--- config.mk ---
export PLATFORM = sky130hd
export DESIGN_NAME = booth_mul_top
export DESIGN_NICKNAME = d
export VERILOG_FILES = /design/src/rtl/booth_mul_pkg.sv /design/src/rtl/booth_pp_gen.sv /design/src/rtl/csa_row_42.sv /design/src/rtl/wallace_tree.sv /design/src/rtl/cla_adder.sv /design/src/rtl/booth_mul_top.sv
export SDC_FILE = /design/constraint.sdc
export NUM_CORES = 2
export LEC_CHECK = 0
export ABC_AREA = 1
export BUFFER_PORTS_ARGS = -buffer_cell sky130_fd_sc_hd__buf_2
export CORE_MARGIN = 3
export CORE_UTILIZATION = 25
export CTS_BUF_LIST = sky130_fd_sc_hd__clkbuf_16
export DETAILED_ROUTE_END_ITERATION = 8
export PLACE_DENSITY_LB_ADDON = 0.1
export SLEW_MARGIN = 20
export SYNTH_ARGS = -nofsm -noshare
export SYNTH_HDL_FRONTEND = slang
export SYNTH_SLANG_ARGS = --single-unit
export TNS_END_PERCENT = 50
--- constraint.sdc ---
create_clock -name clk -period 7.25 [get_ports clk]
set_input_delay 0 -clock clk [delete_from_list [all_inputs] [get_ports clk]]
set_output_delay 0 -clock clk [all_outputs]
set_load 0.02 [all_outputs]
--- src/rtl/booth_mul_pkg.sv ---
/*
 * Shared widths, vector types and structs for the radix-4 Booth multiplier.
 * Imported by wildcard in every RTL module of the multiplier.
 */
package booth_mul_pkg;

    // ------------------------------------------------------------------
    // widths and counts
    // ------------------------------------------------------------------
    localparam int OPERAND_W   = 32;
    localparam int PRODUCT_W   = 2 * OPERAND_W;
    // one row per Booth digit, plus one for the unsigned top digit
    localparam int NUM_PP      = OPERAND_W / 2 + 1;
    localparam int CLA_GROUP_W = 4;

    // ------------------------------------------------------------------
    // vector types
    // ------------------------------------------------------------------
    typedef logic [OPERAND_W-1:0] operand_t;
    typedef logic [PRODUCT_W-1:0] product_t;

    // row i is already shifted left by 2i
    typedef product_t [NUM_PP-1:0] pp_array_t;

    // ------------------------------------------------------------------
    // structs
    // ------------------------------------------------------------------
    typedef struct packed {
        logic     signed_mode;  // 1 = two's complement operands
        operand_t multiplicand;
        operand_t multiplier;
    } mul_req_t;

    // rows left for the final adder
    typedef struct packed {
        product_t sum;
        product_t carry;        // already weighted into place
    } sum_carry_t;

endpackage

--- src/rtl/booth_pp_gen.sv ---
/*
 * Radix-4 Booth encoding of the multiplier and generation of the aligned,
 * sign-compressed partial-product rows that feed the reduction tree.
 */
`timescale 1ns/100ps

module booth_pp_gen
    import booth_mul_pkg::*;
(
    input  mul_req_t  req,
    output pp_array_t pps
);

    logic                 mcand_sign;
    logic                 mplier_sign;
    logic [OPERAND_W+1:0] mcand_ext;
    logic [OPERAND_W+2:0] mplier_ext;
    logic [NUM_PP-1:0]    neg;

    // ------------------------------------------------------------------
    // operand extension
    // ------------------------------------------------------------------
    assign mcand_sign  = req.signed_mode & req.multiplicand[OPERAND_W-1];
    assign mplier_sign = req.signed_mode & req.multiplier[OPERAND_W-1];

    // room for 2x the multiplicand without losing its sign
    assign mcand_ext  = {mcand_sign, mcand_sign, req.multiplicand};
    // bit 0 here is the implicit bit -1 of the first window
    assign mplier_ext = {mplier_sign, mplier_sign, req.multiplier, 1'b0};

    // ------------------------------------------------------------------
    // one Booth digit and one row per window
    // ------------------------------------------------------------------
    for (genvar i = 0; i < NUM_PP; i++)
    begin : g_row
        logic [2:0]           win;
        logic                 one;
        logic                 two;
        logic [OPERAND_W+1:0] mag;
        logic [OPERAND_W+1:0] pp;
        logic [OPERAND_W+3:0] ext_row;

        assign win = mplier_ext[2*i+2 -: 3];

        // digit -2..+2 as magnitude select and sign
        assign one    = win[0] ^ win[1];
        assign two    = (win[2] & ~win[1] & ~win[0]) | (~win[2] & win[1] & win[0]);
        // 111 is -0, treated as plain zero
        assign neg[i] = win[2] & ~(win[1] & win[0]);

        assign mag = one ? mcand_ext :
                     two ? {mcand_ext[OPERAND_W:0], 1'b0} :
                           '0;

        // one's complement here, the +1 lands in the next row
        assign pp = mag ^ {(OPERAND_W+2){neg[i]}};

        if (i == 0)
        begin : g_first
            // inverted sign then the sign twice
            assign ext_row = {~pp[OPERAND_W+1], pp[OPERAND_W+1], pp};
            assign pps[i]  = product_t'(ext_row);
        end
        else
        begin : g_rest
            // leading one then the inverted sign
            assign ext_row = {1'b0, 1'b1, ~pp[OPERAND_W+1], pp[OPERAND_W:0]};

            // previous row's negation bit in the vacant low bits
            // upper constant bits of late rows fall off above bit 63
            assign pps[i] = (product_t'(ext_row) << (2*i)) |
                            (product_t'(neg[i-1]) << (2*i-2));
        end
    end

    // top digit is never negative, so neg[NUM_PP-1] has no row to land in

endmodule

--- src/rtl/csa_row_42.sv ---
/*
 * Full-width row of 4:2 compressors. Four aligned rows in, one sum row and
 * one carry row out, both aligned to the same weight.
 */
`timescale 1ns/100ps

module csa_row_42
    import booth_mul_pkg::*;
(
    input  product_t in_a,
    input  product_t in_b,
    input  product_t in_c,
    input  product_t in_d,
    output product_t sum,
    output product_t carry
);

    logic [PRODUCT_W-1:0] s1;
    logic [PRODUCT_W-1:0] hor_cout;
    logic [PRODUCT_W-1:0] hor_cin;
    logic [PRODUCT_W-1:0] carry_raw;

    // first full adder of every compressor
    assign s1       = in_a ^ in_b ^ in_c;
    assign hor_cout = (in_a & in_b) | (in_a & in_c) | (in_b & in_c);

    // horizontal carry from the position below
    // independent of that position's own cin, so no ripple
    assign hor_cin = {hor_cout[PRODUCT_W-2:0], 1'b0};

    // second full adder
    assign sum       = s1 ^ in_d ^ hor_cin;
    assign carry_raw = (s1 & in_d) | (s1 & hor_cin) | (in_d & hor_cin);

    // carry weighs one position up
    assign carry = {carry_raw[PRODUCT_W-2:0], 1'b0};

endmodule

--- src/rtl/wallace_tree.sv ---
/*
 * Four-level reduction of the seventeen partial-product rows to one sum
 * row and one carry row, ready for the final adder.
 */
`timescale 1ns/100ps

module wallace_tree
    import booth_mul_pkg::*;
(
    input  pp_array_t  pps,
    output sum_carry_t result
);

    product_t lvl0_sum   [4];
    product_t lvl0_carry [4];
    product_t lvl1_sum   [2];
    product_t lvl1_carry [2];
    product_t lvl2_sum;
    product_t lvl2_carry;
    product_t last_pp;

    // ------------------------------------------------------------------
    // level 0: rows 0..15 in groups of four, row 16 waits
    // ------------------------------------------------------------------
    for (genvar k = 0; k < 4; k++)
    begin : g_lvl0
        csa_row_42 u_csa_l0
        (
            .in_a  (pps[4*k]),
            .in_b  (pps[4*k+1]),
            .in_c  (pps[4*k+2]),
            .in_d  (pps[4*k+3]),
            .sum   (lvl0_sum[k]),
            .carry (lvl0_carry[k])
        );
    end

    // ------------------------------------------------------------------
    // level 1: eight rows down to four
    // ------------------------------------------------------------------
    for (genvar k = 0; k < 2; k++)
    begin : g_lvl1
        csa_row_42 u_csa_l1
        (
            .in_a  (lvl0_sum[2*k]),
            .in_b  (lvl0_carry[2*k]),
            .in_c  (lvl0_sum[2*k+1]),
            .in_d  (lvl0_carry[2*k+1]),
            .sum   (lvl1_sum[k]),
            .carry (lvl1_carry[k])
        );
    end

    // ------------------------------------------------------------------
    // level 2: four rows down to two
    // ------------------------------------------------------------------
    csa_row_42 u_csa_l2
    (
        .in_a  (lvl1_sum[0]),
        .in_b  (lvl1_carry[0]),
        .in_c  (lvl1_sum[1]),
        .in_d  (lvl1_carry[1]),
        .sum   (lvl2_sum),
        .carry (lvl2_carry)
    );

    // ------------------------------------------------------------------
    // level 3: full adders fold in the passed-through last row
    // ------------------------------------------------------------------
    assign last_pp = pps[NUM_PP-1];

    assign result.sum = lvl2_sum ^ lvl2_carry ^ last_pp;

    // carries out of bit 63 are dropped, the sign-compression
    // constants rely on that wraparound
    assign result.carry = {((lvl2_sum[PRODUCT_W-2:0] & lvl2_carry[PRODUCT_W-2:0]) |
                            (lvl2_sum[PRODUCT_W-2:0] & last_pp[PRODUCT_W-2:0]) |
                            (lvl2_carry[PRODUCT_W-2:0] & last_pp[PRODUCT_W-2:0])),
                           1'b0};

endmodule

--- src/rtl/cla_adder.sv ---
/*
 * Carry-lookahead adder of 4-bit lookahead groups with one lookahead
 * across all group carries. Carry-in is zero, no carry-out.
 */
`timescale 1ns/100ps

module cla_adder
    import booth_mul_pkg::*;
#(
    parameter int WIDTH = PRODUCT_W
)
(
    input  logic [WIDTH-1:0] a,
    input  logic [WIDTH-1:0] b,
    output logic [WIDTH-1:0] sum
);

    logic [WIDTH-1:0]             gen;
    logic [WIDTH-1:0]             prop;
    logic [WIDTH-1:0]             carry;
    logic [WIDTH/CLA_GROUP_W-1:0] grp_gen;
    logic [WIDTH/CLA_GROUP_W-1:0] grp_prop;
    logic [WIDTH/CLA_GROUP_W-1:0] grp_cin;

    // per-bit generate and propagate
    assign gen  = a & b;
    assign prop = a ^ b;

    // ------------------------------------------------------------------
    // group generate and propagate
    // ------------------------------------------------------------------
    always_comb
    begin
        for (int j = 0; j < WIDTH/CLA_GROUP_W; j++)
        begin
            grp_gen[j]  = 1'b0;
            grp_prop[j] = 1'b1;
            for (int k = 0; k < CLA_GROUP_W; k++)
            begin
                grp_gen[j]  = gen[j*CLA_GROUP_W+k] |
                              (prop[j*CLA_GROUP_W+k] & grp_gen[j]);
                grp_prop[j] = grp_prop[j] & prop[j*CLA_GROUP_W+k];
            end
        end
    end

    // ------------------------------------------------------------------
    // lookahead across groups, sum of products per group carry
    // ------------------------------------------------------------------
    always_comb
    begin
        logic term;
        for (int j = 0; j < WIDTH/CLA_GROUP_W; j++)
        begin
            // carry-in of the whole adder is zero
            grp_cin[j] = 1'b0;
            for (int k = 0; k < j; k++)
            begin
                term = grp_gen[k];
                for (int m = k + 1; m < j; m++)
                begin
                    term = term & grp_prop[m];
                end
                grp_cin[j] = grp_cin[j] | term;
            end
        end
    end

    // carries inside each group
    always_comb
    begin
        for (int j = 0; j < WIDTH/CLA_GROUP_W; j++)
        begin
            carry[j*CLA_GROUP_W] = grp_cin[j];
            for (int k = 1; k < CLA_GROUP_W; k++)
            begin
                carry[j*CLA_GROUP_W+k] = gen[j*CLA_GROUP_W+k-1] |
                                         (prop[j*CLA_GROUP_W+k-1] & carry[j*CLA_GROUP_W+k-1]);
            end
        end
    end

    assign sum = prop ^ carry;

endmodule

--- src/rtl/booth_mul_top.sv ---
/*
 * Two-stage pipelined 32-bit radix-4 Booth multiplier, signed or unsigned.
 * Product and out_valid follow a sampled request by two clock edges.
 */
`timescale 1ns/100ps

module booth_mul_top
    import booth_mul_pkg::*;
(
    input  logic     clk,
    input  logic     rst_n,
    input  logic     in_valid,
    input  mul_req_t req,
    output logic     out_valid,
    output product_t product
);

    pp_array_t  pps;
    sum_carry_t tree_out;
    sum_carry_t stage_q;
    logic       stage_valid_q;
    product_t   cla_sum;

    // ------------------------------------------------------------------
    // stage 1: partial products and reduction
    // ------------------------------------------------------------------
    booth_pp_gen u_pp_gen
    (
        .req (req),
        .pps (pps)
    );

    wallace_tree u_tree
    (
        .pps    (pps),
        .result (tree_out)
    );

    always_ff @(posedge clk)
    begin
        stage_q <= tree_out;
    end

    always_ff @(posedge clk)
    begin
        if (!rst_n)
            stage_valid_q <= 1'b0;
        else
            stage_valid_q <= in_valid;
    end

    // ------------------------------------------------------------------
    // stage 2: final addition
    // ------------------------------------------------------------------
    cla_adder #(.WIDTH(PRODUCT_W)) u_cla
    (
        .a   (stage_q.sum),
        .b   (stage_q.carry),
        .sum (cla_sum)
    );

    // product holds between results
    always_ff @(posedge clk)
    begin
        if (!rst_n)
        begin
            out_valid <= 1'b0;
            product   <= '0;
        end
        else
        begin
            out_valid <= stage_valid_q;
            if (stage_valid_q)
                product <= cla_sum;
        end
    end

endmodule

## Word-level counts from Yosys, hierarchy flattened

Index checks and enable logic that the tools add are counted.

- Bits in registers: 193
- Input bits: 68
- Output and inout port bits: 65
- Logic and storage cells: 801

- Mux-type cells: 33
- Bitwise operators: 763

Operators with widths:

| kind | count |
|---|---|
| 63-bit bitwise AND | 25 |
| 63-bit OR | 20 |
| 34-bit two-way mux | 32 |
| 64-bit XOR | 15 |
| 34-bit XOR | 16 |
| 1-bit bitwise AND | 332 |
| 1-bit OR | 210 |
| 1-bit inverter | 64 |
| 64-bit by 29-bit OR with 64-bit output | 1 |
| 64-bit by 31-bit OR with 64-bit output | 1 |
| 41-bit by 64-bit XOR with 64-bit output | 1 |
| 57-bit by 64-bit XOR with 64-bit output | 1 |
| 63-bit by 64-bit XOR with 64-bit output | 1 |
| 59-bit by 63-bit bitwise AND with 63-bit output | 1 |
| 61-bit by 63-bit bitwise AND with 63-bit output | 1 |
| 63-bit by 40-bit bitwise AND with 63-bit output | 1 |
| 63-bit by 41-bit bitwise AND with 63-bit output | 1 |
| 63-bit by 48-bit bitwise AND with 63-bit output | 1 |
| 63-bit by 49-bit bitwise AND with 63-bit output | 1 |
| 63-bit by 56-bit bitwise AND with 63-bit output | 1 |
| 63-bit by 57-bit bitwise AND with 63-bit output | 1 |
| 61-bit by 63-bit OR with 63-bit output | 1 |
| 63-bit by 27-bit OR with 63-bit output | 1 |
| 63-bit by 41-bit OR with 63-bit output | 1 |
| 51 further kinds | 66 |

## Logic depth before layout (Yosys ltp)

- Word-level depth: 42
- Gate-level depth with buffers: 30
- Mapped depth without buffers: 30

## By module

A second synthesis with hierarchy kept.

- Cells, all modules: 6107
- Area, all modules: 47077.7 µm²

Modules (own cells, without submodules):

| module | instances | cells an instance | area an instance (µm²) | seq. area each (µm²) |
|---|---|---|---|---|
| booth_pp_gen | 1 | 4205 | 19655.1 | 0.0 |
| csa_row_42 | 7 | 142 | 2591.2 | 0.0 |
| booth_mul_top | 1 | 539 | 5237.5 | 3883.7 |
| cla_adder | 1 | 295 | 2738.9 | 0.0 |
| wallace_tree | 1 | 74 | 1307.5 | 0.0 |

## Least setup slack after synthesis

Ideal clock, no wire load.

- Kind: input to register
- Start: input port req[3] in the netlist's numbering
- End: register stage_q[94] in the netlist's numbering
- Setup time: 0.131 ns
- Arrival time: 4.987 ns
- Data required time: 7.119 ns
- Setup slack: 2.132 ns
- Stages on the path: 17
- Path buffers: 1
- Cell sequence: ha_1 > nor2_1 > inv_2 > buf_1 > xor2_1 > fa_1 > inv_1 > fa_1 > inv_1 > fa_1 > fa_1 > inv_1 > fa_1 > inv_1 > fa_1 > inv_1 > fa_1

RTL lines:

| item | RTL line | RTL |
|---|---|---|
| from (decl) | booth_mul_top.sv:13 | `input mul_req_t req,` |
| to (signal assigned) | booth_mul_top.sv:41 | `stage_q <= tree_out;` |
| to (decl) | booth_mul_top.sv:20 | `sum_carry_t stage_q;` |

==> results.sh <==
export IMPL_status="finished clean"
export IMPL_slew_violations=0
export IMPL_syn_avg_cell_area_um2=8.034
export IMPL_worstPathArrival_ns=5.79
export IMPL_rsz0062_at_grt="false"
export IMPL_vias_per_cell=4.710
export IMPL_skew_ns=0.01901
export IMPL_crit_required_ns=7.60
export IMPL_max_clock_freq_ghz=0.1839
export IMPL_die_y_um=366.9
export IMPL_die_w_um=366.9
export IMPL_cts_buffers=17
export IMPL_synth_top_area_share_pct=31.78
export IMPL_drc=0
export IMPL_routabilityCongestion=0.8656
export IMPL_core_area_um2=128500
export IMPL_synth_edf_count=0
export IMPL_cp_top_family="adder cells"
export IMPL_drive_above_1_share_pct=9.556
export IMPL_num_rows=131
export IMPL_synthArstFlopShare_pct=0
export IMPL_setup_tns_ns=0
export IMPL_first_pass_iters=5
export IMPL_cp_slowest_cell="fa_1"
export IMPL_path_cells="buf_2 -> ha_1 -> nor2_1 -> inv_2 -> xor2_1 -> fa_1 -> inv_1 -> fa_1 -> inv_1 -> fa_1 -> fa_1 -> inv_1 -> fa_1 -> inv_1 -> fa_1 -> inv_1 -> fa_1"
export IMPL_root_buffer="clkbuf_16"
export IMPL_max_slew_worst_pin_slew_ns=1.111
export IMPL_drt_iter0_drc=2497
export IMPL_crit_buf_inv=7
export IMPL_layout_setup_ws_ns=1.811
export IMPL_ant_nets=0
export IMPL_grt_ovfl_total=0
export IMPL_syn_inst=4053
export IMPL_io_buffers=132
export IMPL_synth_flop_cell="dfxtp_1"
export IMPL_pin_count=133
export IMPL_max_cap_violations=0
export IMPL_grt_max_degree=69
export IMPL_cts_buffer_depth=2
export IMPL_ys_top_cells_by_area="fa_1 (32%), xor2_1 (14%), dfxtp_1 (11%)"
export IMPL_cp_end_kind="flip-flop"
export IMPL_hp_class="input port to flip-flop"
export IMPL_finalHoldViolations=0
export IMPL_hpwl_mm=107.9
export IMPL_nNetsFinal=4787
export IMPL_critPathMaxStageDelay_ns=0.60
export IMPL_dieArea_um2=134600
export IMPL_start_util_pct=25.34
export IMPL_cts_repair_resize_count=0
export IMPL_via_count=27138
export IMPL_ys_ff_latch=186
export IMPL_slew_limit_headroom_pct=25.75
export IMPL_grt_pass1_wl_mm=210.0
export IMPL_synth_distinct_cells=39
export IMPL_cts_tree="done"
export IMPL_drt_wl_total_mm=144.5
export IMPL_start_kind="input port"
export IMPL_layout_min_cycle_time_ns=5.439
export IMPL_htree_levels=4
export IMPL_clk_latency_ns=0.50
export IMPL_fillers=14071
export IMPL_synth_nets=4824
export IMPL_syn2layout_area_growth_pct=10.48
export IMPL_synth_top_cell_by_area="fa_1"
export IMPL_ys_seq_area_share_pct=11.44
export IMPL_fin_crit_sh_pct=75.02
export IMPL_syn_area_um2=32560
export IMPL_pre_cts_slack_ns=1.317
export IMPL_grt_use_total_pct=21.41
export IMPL_critPathKind="input port to flip-flop"
export IMPL_cts_num_sinks=186
export IMPL_wl_per_cell_um=25.08
export IMPL_crit_top_cell="fa_1"
export IMPL_grt_pass1_vias=27698
export IMPL_final_setup_viol_count=0
export IMPL_antenna_found_initial=8
export IMPL_utilization_pct=27.99
export IMPL_ys_warn_count=0
export IMPL_critPathMaxFanout=38
export IMPL_clk_pin_slew_ns=0.08
==> per-stage QoR <==
step	hold WS (ns)	instances	area [µm²]
4_1_cts	0.02485	5758	35960
6_report	0.09338	5762	35970
3_3_place_gp	0.2040	5725	35390
5_1_grt	0.1046	5758	35960
3_5_place_dp	0.1917	5725	35390
2_1_floorplan	0.09763	4053	32560
==> registers in the layout, indices dropped and copies added (netlist names) <==
signal,count
stage_valid_q,1
out_valid,1
stage_q,120
product,64
==> final cells by class <==
cell class	count	area [µm²]	area share (%)
Antenna cell	4	10.01	0.02782
Clock buffer	17	425.4	1.183
Clock inverter	15	137.6	0.3826
Inverter	633	2376	6.605
Multi-Input combinational cell	2911	25450	70.74
Sequential cell	186	3725	10.35
Tap cell	1729	2163	6.013
Timing Repair Buffer	267	1689	4.695
==> path summary, 6_finish.rpt <==
path | startpoint | to | slack, ns | cells past startpoint
setup / recovery | req[1] | stage_q[31] | 1.81 | 17
hold / removal | req[0] | stage_q[64] | 0.09 | 4
setup reg to reg | stage_q[27] | product[63] | 2.91 | 24
hold reg to reg | product[3] | product[3] | 0.49 | 2
==> worst min-delay path: stages <==
cell and delay (ns):
buf_2 0.11, buf_4 0.27, nand2_1 0.11, inv_1 0.05
==> layout by cell type, fill, tap and decap left out, types with 4 or more instances in the layout <==
cell,instances
o21ai_4,10
o21ai_1,286
a31oi_1,28
o211ai_1,18
nand2_1,372
xnor2_1,4
xor2_1,518
buf_2,132
nor2_4,9
a21oi_1,53
dfxtp_1,185
clkbuf_16,17
inv_1,596
o21ai_2,4
nor2_2,4
inv_2,32
buf_4,133
nand3_1,17
nand4_1,20
ha_1,185
o21ai_0,616
nor4_1,5
inv_6,5
diode_2,4
nor2_1,196
fa_1,517
nor3_1,6
nand2_2,17
clkinv_1,9
==> metal layers <==
| metal | vias to the layer above | GRT usage [%] | routed length (µm) |
|---|---|---|---|
| li1 | 12536 | - | - |
| met4 | 4 | 4.366 | 2539 |
| met3 | 104 | 2.405 | 8215 |
| met5 | - | 0 | 23 |
| met2 | 883 | 31.83 | 60690 |
| met1 | 13611 | 33.04 | 73040 |
==> cells by family after synthesis <==
| logic type | share of synthesized area, % |
|---|---|
| AOI/OAI and AO/OA | 16.04 |
| xor gates and xnor gates | 14.04 |
| adders and majority gates | 38.93 |
| buffers and inverters | 11.03 |
| DFF | 11.44 |
| muxes | 0.1037 |
| and+or+nand+nor | 8.419 |
==> Yosys cell counts, types with 3 or more instances <==
master	n
nor3_1	6
clkinv_1	7
o21ai_0	616
nor2_2	4
nand4_1	20
nor4_1	5
nand2_2	16
nand3_1	17
o21ai_1	300
mux2_1	3
a31oi_1	28
buf_1	16
fa_1	517
o211ai_1	18
nand2_1	373
clkbuf_1	305
ha_1	186
inv_1	594
nor2_1	205
xnor2_1	4
inv_2	32
a21oi_1	53
dfxtp_1	186
xor2_1	518
==> repair_timing <==
item / in CTS / in global routing
hold buffers: 1 / 0
buffers inserted: 0 / 0
hold endpoints to repair: 1 / 0
Power is left out: the tool's default activity adds up to more than one toggle a clock period on the data nets, which glitch-free logic cannot reach.
